$ cat config.mk
export PLATFORM = sky130hd
export DESIGN_NAME = train
export DESIGN_NICKNAME = d
export VERILOG_FILES = /design/src/source/perceptron_pkg.sv /design/src/source/predict.sv /design/src/source/train.sv
export SDC_FILE = /design/constraint.sdc
export NUM_CORES = 1
export LEC_CHECK = 0
export BUFFER_PORTS_ARGS = -buffer_cell sky130_fd_sc_hd__buf_2
export CORE_ASPECT_RATIO = 1.4
export CORE_MARGIN = 2
export CORE_UTILIZATION = 63
export DETAILED_ROUTE_END_ITERATION = 10
export MAX_ROUTING_LAYER = met4
export PLACE_DENSITY = 0.89
export SLEW_MARGIN = 20
export SYNTH_ARGS = -nofsm -noshare
export SYNTH_HDL_FRONTEND = slang
export SYNTH_SLANG_ARGS = --single-unit
$ cat constraint.sdc
create_clock -name clk -period 23 [get_ports clk]
set_input_delay 2.3 -clock clk [delete_from_list [all_inputs] [get_ports clk]]
set_output_delay 2.3 -clock clk [all_outputs]
set_load 0.1 [all_outputs]
$ cat src/source/perceptron_pkg.sv
package perceptron_pkg;

	// global history length, also the number of history weights per row.
	localparam int bhr_w = 8;

	// one signed weight and its saturation limits.
	localparam int weight_w = 8;
	localparam int weight_max = (1 << (weight_w - 1)) - 1;
	localparam int weight_min = -(1 << (weight_w - 1));

	// the table is indexed by the low bits of the branch PC.
	localparam int pt_idx_w = 6;
	localparam int pt_depth = 1 << pt_idx_w;

	// nine weights of eight bits fit in twelve signed bits.
	localparam int sum_w = 12;

	// training threshold, floor(1.93 * bhr_w + 14).
	localparam int theta = 29;

	localparam int pc_w = 64;

endpackage

$ cat src/source/predict.sv
module predict
	import perceptron_pkg::*;
(
	input	logic signed [bhr_w:0][weight_w-1:0]	weight_i,
	input	logic [bhr_w-1:0]						bhr_i,

	output	logic signed [sum_w-1:0]				sum_o,
	output	logic									taken_o
);

	logic signed [weight_w-1:0]	w [bhr_w+1];	// row split into individually signed weights.
	logic signed [sum_w-1:0]	acc;

	// indexing a packed array drops the sign, so each element is recast here.
	always_comb begin
		for (int k = 0; k <= bhr_w; k++) begin
			w[k] = signed'(weight_i[k]);
		end
	end

	// weight k+1 pairs with history bit k; weight 0 is the bias.
	always_comb begin
		acc = w[0];
		for (int i = 0; i < bhr_w; i++) begin
			if (bhr_i[i]) begin
				acc = acc + w[i+1];
			end else begin
				acc = acc - w[i+1];
			end
		end
	end

	assign sum_o = acc;

	assign taken_o = ~acc[sum_w-1];	// a sum of zero counts as taken.

endmodule

$ cat src/source/train.sv
module train
	import perceptron_pkg::*;
(
	input	logic									clk,
	input	logic									rst,

	input	logic									update_i,
	input	logic									br_taken_i,
	input	logic [pt_idx_w-1:0]					br_idx_i,
	input	logic [bhr_w-1:0]						bhr_i,
	input	logic signed [bhr_w:0][weight_w-1:0]	weight_i,

	output	logic signed [bhr_w:0][weight_w-1:0]	new_weight_o,
	output	logic [pt_idx_w-1:0]					wr_idx_o,
	output	logic									wr_en_o
);

	logic signed [sum_w-1:0]				sum;
	logic									taken;
	logic [sum_w-1:0]						sum_mag;
	logic									mispredict;
	logic									low_conf;
	logic									train_cond;

	logic signed [weight_w-1:0]				old_w [bhr_w+1];
	logic signed [bhr_w:0][weight_w-1:0]	next_row;

	// one step toward the target, held at the limits.
	function automatic logic signed [weight_w-1:0] sat_step(
		input logic signed [weight_w-1:0]	w,
		input logic							up
	);
		logic signed [weight_w-1:0] res;
		if (up) begin
			res = (w == weight_max) ? w : w + 8'sd1;
		end else begin
			res = (w == weight_min) ? w : w - 8'sd1;
		end
		return res;
	endfunction

	// recompute the sum with the history as it stood when the branch resolved.
	predict u_recompute (
		.weight_i	(weight_i),
		.bhr_i		(bhr_i),
		.sum_o		(sum),
		.taken_o	(taken)
	);

	assign sum_mag = sum[sum_w-1] ? -sum : sum;

	assign mispredict = (taken != br_taken_i);
	assign low_conf = (sum_mag <= sum_w'(theta));
	assign train_cond = mispredict || low_conf;

	always_comb begin
		for (int k = 0; k <= bhr_w; k++) begin
			old_w[k] = signed'(weight_i[k]);
		end
	end

	// stage 1. the bias follows the outcome, each history weight follows agreement.
	always_comb begin
		next_row[0] = sat_step(old_w[0], br_taken_i);
		for (int i = 0; i < bhr_w; i++) begin
			next_row[i+1] = sat_step(old_w[i+1], bhr_i[i] == br_taken_i);
		end
	end

	// stage 2. the write goes out one cycle after the update strobe.
	always_ff @(posedge clk) begin
		if (rst) begin
			wr_en_o <= 1'b0;
		end else begin
			wr_en_o <= update_i && train_cond;
		end
	end

	always_ff @(posedge clk) begin
		new_weight_o <= next_row;
		wr_idx_o <= br_idx_i;
	end

endmodule

==> impl_metrics.tcl <==
set metrics [dict create \
    status "finished clean" \
    placed_cells 1576 \
    cts_setup_buffers 0 \
    die_w_um 108 \
    synth-seq-area-share 0.167 \
    clock_path_buffers 2 \
    die_area_um2 16100 \
    cp.arrival_ps 10320 \
    min_period_ps 10070 \
    grtUsageMet2 0.555 \
    fmax_mhz 99.3 \
    routedWlPerCell_um 14.7 \
    finalWirelength_mm 23.4 \
    rsz0062_at_grt "false" \
    port-buffer-count 168 \
    ys.flop_type "dfxtp_1" \
    drv_slew 0 \
    yosysTopAreaCell "dfxtp_1" \
    cp-start-kind "input pin" \
    drv_cap 0 \
    yosys-top-cells-area "dfxtp_1 (17%), ha_1 (14%), xnor2_1 (8.7%), xor2_1 (6.2%), a21oi_1 (5.5%)" \
    clk_pin_slew_ps 70 \
    cpPeakStageDelay_ps 590 \
    grt_max_degree 27 \
    area_delta_synth_final_pct 11.9 \
    layout_common_cells "buf_2 (168), nor2_1 (120), nand2_1 (116), ha_1 (105), a21oi_1 (104)" \
    grt_pass1_wl_mm 38.5 \
    ctsHoldBuffers 0 \
    diodes 0 \
    clock-root-buffer "clkbuf_16" \
    ys_seq_elements 79 \
    hold_class "in2reg" \
    antenna_found_initial 0 \
    initialDrtViolationCount 461 \
    synth.cell_area_um2 9480 \
    grt_util_met1 0.298 \
    synth_cell_types 76 \
    syn-num-nets 1476 \
    cp_top_family "adder cells" \
    required_ps 23250 \
    grt.overflow.total 0 \
    cp_slowest_cell "fa_1" \
    final_common_cell "buf_2" \
    synthCells 1273 \
    gp_congestion 0.950 \
    h-tree-depth 3 \
    worst_pin_slew_ps 893 \
    timing.final.crit_share 0.438 \
    setup_tns_ps 0 \
    multi_input_area_um2 7390 \
    postSynthAreaPerCell_um2 7.45 \
    cts_buffers 9 \
    cts_tree "done" \
    yosysTopAreaCellShare 0.167 \
    nets 1598 \
    fin_cells 1592 \
    row_count 53 \
    ioPinCount 169 \
    relSlewSlack 0.400 \
    cp-end-kind "flip-flop" \
    crit_type "in2reg" \
    drt-pass1-iter-count 5 \
    use_met3 0.0398 \
    crit_buf_inv 7 \
    crit_top_cell "inv_1" \
    grt_busiest_layer "met2" \
    finalHoldViolations 0 \
    yosysWarnings 0 \
    drc 0 \
    layout-drive-gt1-share 0.158 \
    path_max_fanout 5 \
    track_usage 0.298 \
    postRouteAntennaNets 0 \
    vias_per_cell 5.97 \
    seqCellArea_um2 1580 \
    grt_pass1_vias 8900 \
    hpwl_mm 18.6 \
    setup_viol 0 \
    synth_edf_count 0 \
    vias 9503 \
    postCtsResizedCells 0 \
    cts.sinks 79 \
    start_util 0.638 \
    n_fill_cell 1259 \
    design.core.area_um2 14900 \
    synthArstFlopShare 0 \
    dieHeight_um 149 \
]
-- metal layers --
metal,vias to the layer above,share of wire
met2,294,0.54
met3,77,0.041
li1,4737,-
met4,0,0.042
met1,4395,0.37
met5,-,0
-- sequential cells by signal (all words and copies together) (netlist names) --
register and cells:
new_weight_o 72, wr_en_o 1, wr_idx_o 6
-- cells in the mapped netlist, types with 13 or more instances --
master and n:
a211oi_1 16, a21o_1 24, a21oi_1 104, and3_1 16, clkbuf_1 47, dfxtp_1 79, ha_1 105, inv_1 72
nand2_1 116, nand3_1 36, nor2_1 120, nor2b_1 15, nor3_1 38, o21ai_0 90, o22ai_1 13, xnor2_1 94
xor2_1 67
-- per-stage QoR --
step,util,worst slack [ps],instance area [µm²],hold slack [ps]
after floorplan,-,13440,9480,2330
after global placement,0.695,12920,10300,2400
after detailed placement,0.695,12570,10300,2400
after CTS,0.714,12940,10600,2030
after global routing,0.714,12500,10600,2030
final,0.714,12930,10600,2040
-- final timing paths --
check	startpoint	endpoint	slack, ps	depth (start not counted)
max	weight_i[8]	wr_en_o	12930	35
min	br_idx_i[1]	wr_idx_o[1]	2040	1
-- layout make-up --
class	count	share of cell area
Timing Repair Buffer	168	0.0793
Clock buffer	9	0.0212
Inverter	72	0.0255
Multi-Input combinational cell	1065	0.697
Sequential cell	79	0.149
Tap cell	192	0.0226
Clock inverter	7	0.00519
-- logic make-up after synthesis --
kind of cell,after synthesis,synth area share
compound gates,338,0.221
xor+xnor,167,0.163
fa+ha+maj,113,0.155
buf+inv,129,0.0534
flops,79,0.167
mux,12,0.0131
simple gates,435,0.228
Power is not shown: default switching activity piles up to over one toggle a cycle in this logic, so the estimate is an artifact.
