==> src/source/perceptron_pkg.sv <==
package perceptron_pkg;

	// global history length, also the number of history weights per row.
	localparam int bhr_w = 8;

	// one signed weight and its saturation limits.
	localparam int weight_w = 8;
	localparam int weight_max = (1 << (weight_w - 1)) - 1;
	localparam int weight_min = -(1 << (weight_w - 1));

	// the table is indexed by the low bits of the branch PC.
	localparam int pt_idx_w = 6;
	localparam int pt_depth = 1 << pt_idx_w;

	// nine weights of eight bits fit in twelve signed bits.
	localparam int sum_w = 12;

	// training threshold, floor(1.93 * bhr_w + 14).
	localparam int theta = 29;

	localparam int pc_w = 64;

endpackage

==> src/source/predict.sv <==
module predict
	import perceptron_pkg::*;
(
	input	logic signed [bhr_w:0][weight_w-1:0]	weight_i,
	input	logic [bhr_w-1:0]						bhr_i,

	output	logic signed [sum_w-1:0]				sum_o,
	output	logic									taken_o
);

	logic signed [weight_w-1:0]	w [bhr_w+1];	// row split into individually signed weights.
	logic signed [sum_w-1:0]	acc;

	// indexing a packed array drops the sign, so each element is recast here.
	always_comb begin
		for (int k = 0; k <= bhr_w; k++) begin
			w[k] = signed'(weight_i[k]);
		end
	end

	// weight k+1 pairs with history bit k; weight 0 is the bias.
	always_comb begin
		acc = w[0];
		for (int i = 0; i < bhr_w; i++) begin
			if (bhr_i[i]) begin
				acc = acc + w[i+1];
			end else begin
				acc = acc - w[i+1];
			end
		end
	end

	assign sum_o = acc;

	assign taken_o = ~acc[sum_w-1];	// a sum of zero counts as taken.

endmodule

==> config.mk <==
export PLATFORM = sky130hd
export DESIGN_NAME = predict
export DESIGN_NICKNAME = d
export VERILOG_FILES = /design/src/source/perceptron_pkg.sv /design/src/source/predict.sv
export SDC_FILE = /design/constraint.sdc
export NUM_CORES = 1
export LEC_CHECK = 0
export ABC_AREA = 1
export BUFFER_PORTS_ARGS = -buffer_cell sky130_fd_sc_hd__buf_2
export CAP_MARGIN = 15
export CORE_MARGIN = 3
export CORE_UTILIZATION = 45
export DETAILED_ROUTE_END_ITERATION = 7
export GPL_TIMING_DRIVEN = 0
export PLACE_DENSITY = 0.67
export REMOVE_ABC_BUFFERS = 1
export SLEW_MARGIN = 20
export SYNTH_ARGS = -nofsm -noshare
export SYNTH_HDL_FRONTEND = slang
export SYNTH_SLANG_ARGS = --single-unit
==> constraint.sdc <==
create_clock -name vclk -period 12.27
set_clock_uncertainty 0.15 [all_clocks]
set_input_delay 0.6135 -clock vclk [all_inputs]
set_output_delay 0.6135 -clock vclk [all_outputs]
set_load 0.01 [all_outputs]
==> results of run 1 <==
[routing by layer]
metal | vias up | share of wire | track usage
li1 | 2864 | - | -
met1 | 2193 | 0.50 | 0.233
met2 | 64 | 0.47 | 0.309
met3 | 2 | 0.027 | 0.00216
met4 | 0 | 0.0019 | 0.00240
met5 | - | 0 | 0
[critical path: cells and delay by family]
| kind | cells | cell delay [ps] |
|---|---|---|
| xor gates and xnor gates | 9 | 1480 |
| buffers and inverters | 13 | 870 |
| adders and majority gates | 9 | 2680 |
| and+or+nand+nor | 11 | 1430 |
| AOI/OAI and AO/OA | 8 | 1500 |
[cell usage after synthesis, drive strengths merged]
library cell | count | area share
a21boi | 3 | 0.0044
and2 | 2 | 0.0024
a21oi | 90 | 0.092
fa | 8 | 0.031
a22o | 1 | 0.0017
a211oi | 1 | 0.0024
nand2 | 146 | 0.12
nor2 | 61 | 0.049
nor3 | 17 | 0.020
o21ai | 38 | 0.039
nand3b | 1 | 0.0015
a31oi | 6 | 0.0073
o21bai | 3 | 0.0044
xor2 | 66 | 0.11
clkinv | 1 | 0.00073
nand3 | 51 | 0.054
or2 | 2 | 0.0024
ha | 93 | 0.23
o211ai | 2 | 0.0039
xnor2 | 46 | 0.079
a21o | 8 | 0.012
o31ai | 5 | 0.0073
inv | 154 | 0.11
nand4 | 3 | 0.0037
o41ai | 1 | 0.0017
a22oi | 6 | 0.0088
o2111ai | 2 | 0.0034
[cells in the final DEF, fill, tap and decap left out, types with 4 or more instances in the layout]
| cell type | n |
|---|---|
| a21o_1 | 8 |
| a21oi_1 | 86 |
| a22oi_1 | 6 |
| a31oi_1 | 6 |
| buf_2 | 93 |
| fa_1 | 8 |
| ha_1 | 93 |
| inv_1 | 145 |
| inv_2 | 9 |
| nand2_1 | 130 |
| nand2_2 | 15 |
| nand3_1 | 47 |
| nand3_2 | 4 |
| nor2_1 | 55 |
| nor2_2 | 5 |
| nor3_1 | 14 |
| o21ai_0 | 33 |
| o31ai_1 | 5 |
| xnor2_1 | 46 |
| xor2_1 | 66 |
[logic make-up (layout without fill, tap and decap cells)]
group | after synthesis | count (layout)
adders and majority gates | 101 | 101
and+or+nand+nor | 283 | 283
buffers and inverters | 155 | 248
AOI/OAI and AO/OA | 166 | 166
xor gates and xnor gates | 112 | 112
[how the worst min path moves through the flow]
stage	cells after the start	end	startpoint
floorplan	1	sum_o[0]	weight_i[64]
global placement	3	sum_o[0]	weight_i[64]
detailed placement	3	sum_o[0]	weight_i[64]
CTS	3	sum_o[0]	weight_i[64]
global route	3	sum_o[0]	weight_i[64]
finish	3	sum_o[0]	weight_i[64]
[final cells by class]
type	instances	area [um^2]	share of cell area
Inverter	155	582	0.101
Multi-Input combinational cell	662	4540	0.788
Tap cell	140	175	0.0304
Timing Repair Buffer	93	465	0.0808
[metrics by stage]
step,util,std cells
2_1_floorplan,-,817
3_3_place_gp,0.524,1050
3_5_place_dp,0.524,1050
4_1_cts,0.524,1050
5_1_grt,0.524,1050
6_report,0.524,1050
==> impl_results.md, run 1 <==
* Register Area at 0 um^2
* Routed WL at 10,800 um
* CTS-repair resized insts at 0
* Crit Path Class: in -> out
* Global route total overflow at 0
* Die Ht at 113 um
* I/O pin cnt at 93
* Post-route DRC at 0
* Synth unique cells at 39
* Critical Path Sink Type: primary output
* Worst-margin pin slew at 592 ps
* Slew Viols, Final at 0
* Crit path max fanout at 4
* CP arrival at 8570 ps
* Adder-cell area share of the yosys netlist at 0.259
* Seq_cells at 0
* Antenna cells at 0
* Post-synthesis cell area at 0.00512 mm^2
* Syn Area/Cell at 6.27 um^2
* RD Place Congestion at 0.845
* Finished layout cell area at 0.00576 mm^2
* Initial Util at 0.466
* Port Buffers at 93
* Max Cap Viol at 0
* Layout cells sized above 1 at 0.155
* Aggregate negative setup slack at 0 ps
* CP max stage delay at 350 ps
* Status: finished, final reports clean
* Compound-Gate Fraction of Synth Area at 0.188
* Number of global-route vias before repair at 4,777
* Mux cell area share after synthesis at 0
* P&R area growth vs syn at 12.5%
* Via density at 4.88
* Initial antenna violation count at 0
* First-pass GRT wire length at 19,300 um
* HP Class: in -> out
* Hold slack final at 1400 ps
* Clkbuf count at 0
* Synth Area in Simple Gates at 0.248
* Tcrit/Tclk final at 0.761
* Critical-path top delay cell: ha_1
* Total core area at 0.0110 mm^2
* Gr usage total at 0.168
* Die Wd at 113 um
* Vias at 5,123
* Post-synthesis sequential area ratio at 0
* Hold_buf cts at 0
* Maximum number of pins on one net before global-route repair at 11
* Clock period minus worst slack at 9330 ps
* Yosys warning count at 0
* CP Launch Point: weight_i[8]
* Final nets at 1,093
* DP HPWL at 9920 um
* Slew margin rel. at 0.600
* Post-route ant nets at 0
* Drt first pass iters at 4
* Main combinational cell family by area after synthesis: adder cells
* Final hold vios at 0
* Worst endpoint required time at 11,510 ps
* Placed inst area at 0.00576 mm^2
* XOR/XNOR share of the synthesized area at 0.192
* Synthesized instance count at 817
* Post-CTS Repair Setup Buffers at 0
* Wire per inst at 10.2 um
* FILL cells at 1,182
* Setup violators final at 0
* Drt initial violations at 179
* DP Worst Slack at 2890 ps
* Setup crit end: sum_o[11]
* Cell Rows at 38
* Unrepaired setup endpoints after global routing: false
* Full die area at 0.0127 mm^2
* Final WS setup at 2940 ps
* FMAX at 0.107 GHz
* Most frequent CP cell: inv_1
* CP startpoint kind: input port
Power of run 1 is not shown: default switching activity piles up to over one toggle a cycle in this logic, so the estimate is an artifact.
==> inputs of run 2 (changes only) <==
clock period = 9.5 ns   (was 12.27 ns; I/O delays follow)
==> run 2 against run 1 <==
Against the previous run: global-route usage did not move; cell count is 0.19% higher; die area stayed put; wire length increased by 1.7%; design area rose by 2.0%; via count rose by 1.4%; worst setup slack got worse by 2200 ps; first-iteration DRC count decreased by 0.56%; critical path depth did not move; worst hold slack lost 280 ps; count of clock-buffer cells in the layout unchanged.
==> impl_results.md, run 2 (synthesis results as in run 1) <==
* Max Cap Viol at 0 (unchanged)
* Global route total overflow at 0 (unchanged)
* Cell Rows at 38 (unchanged)
* Routed WL at 10,900 um (+1.7%)
* Setup violators final at 0 (unchanged)
* Drt initial violations at 178 (-0.56%)
* Clock period minus worst slack at 8770 ps
* Antenna cells at 0 (unchanged)
* Final nets at 1,095 (+0.18%)
* Aggregate negative setup slack at 0 ps (unchanged)
* Most frequent CP cell: inv_1
* Gr usage total at 0.168 (unchanged)
* Critical path buffers and inverters at 12 (-1)
* Status: finished, final reports clean
* Crit. path cell count at 50 (unchanged)
* Commonest non-fill, non-tap cell in the layout: inv_1
* Tcrit/Tclk final at 0.923
* Slew margin rel. at 0.600 (about the same)
* FILL cells at 1,172 (-0.85%)
* Initial antenna violation count at 0 (unchanged)
* Commonest non-fill, non-tap cells in the layout: 145 x inv_1, 130 x nand2_1, 93 x buf_2
* Layout cells sized above 1 at 0.179 (+0.0238)
* CP arrival at 8140 ps (-430 ps)
* Critical-path top delay cell: ha_1
* Hold_buf cts at 0 (unchanged)
* DP HPWL at 9920 um (unchanged)
* Wire per inst at 10.4 um (+1.5%)
* Setup crit end: sum_o[11]
* P&R area growth vs syn at 14.8%
* Post-route DRC at 0 (unchanged)
* Register Area at 0 um^2 (unchanged)
* Critical Path Sink Type: primary output
* Initial Util at 0.466 (unchanged)
* First-pass GRT wire length at 19,300 um (unchanged)
* Hold slack final at 1120 ps (-277 ps)
* HP Class: in -> out
* Total core area at 0.0110 mm^2 (unchanged)
* Fin cells at 1,052 (+0.19%)
* Crit Path Class: in -> out
* Worst endpoint required time at 8880 ps (-2630 ps)
* Via density at 4.94 (+1.2%)
* CP max stage delay at 340 ps (about the same)
* Die Wd at 113 um (unchanged)
* Full die area at 0.0127 mm^2 (unchanged)
* Slew Viols, Final at 0 (unchanged)
* Worst path top cell family by delay: adder cells
* Post-route ant nets at 0 (unchanged)
* Final WS setup at 731 ps (-2210 ps)
* Worst-margin pin slew at 592 ps (+0.322 ps)
* Final hold vios at 0 (unchanged)
* FMAX at 0.114 GHz
* Maximum number of pins on one net before global-route repair at 11 (unchanged)
* Clkbuf count at 0 (unchanged)
* CP startpoint kind: input port
* Placed insts at 1,050 (unchanged)
* DP Worst Slack at 392 ps (-2490 ps)
* CP Launch Point: weight_i[8]
* Number of global-route vias before repair at 4,777 (unchanged)
* Die Ht at 113 um (unchanged)
* Vias at 5,195 (+1.4%)
* Crit path max fanout at 5 (+1)
* Port Buffers at 93 (unchanged)
* Seq_cells at 0 (unchanged)
* I/O pin cnt at 93 (unchanged)
* RD Place Congestion at 0.845 (unchanged)
* Drt first pass iters at 5 (+1)
[run 2: changes by cell type in the layout (fill, tap and decap cells not counted), sizes merged]
cell and delta:
buf +2
[run 2: worst min path at each step]
stage / startpoint / end / depth (start not counted)
6_report: weight_i[64] / sum_o[0] / 3
5_1_grt: weight_i[64] / sum_o[0] / 3
4_1_cts: weight_i[64] / sum_o[0] / 3
3_5_place_dp: weight_i[64] / sum_o[0] / 3
3_3_place_gp: weight_i[64] / sum_o[0] / 3
2_1_floorplan: weight_i[64] / sum_o[0] / 1
[run 2: through the flow]
step | util | instance area [um^2]
after floorplan | - | 5120
after global placement | 0.524 | 5760
after CTS | 0.524 | 5760
final | 0.535 | 5870
after detailed placement | 0.524 | 5760
after global routing | 0.535 | 5870
[run 2: routing by layer]
layer,share of wire,GRT usage
met5,0,0
met4,0.0018,0.00240
met2,0.47,0.309
met3,0.029,0.00216
met1,0.50,0.233
[run 2: area by class of cell]
cell class	instances	area, um^2	area share
multi-input cells	662	4640	0.789
inverters	155	582	0.0990
well taps	140	175	0.0298
repair buffers	95	480	0.0818
[run 2: timing repair]
item                                    4_1_cts  5_1_grt
gates resized for setup                       0       28
endpoints found under the setup margin        0        2
buffers inserted                              0        2
Power of run 2 is left out for the same reason.
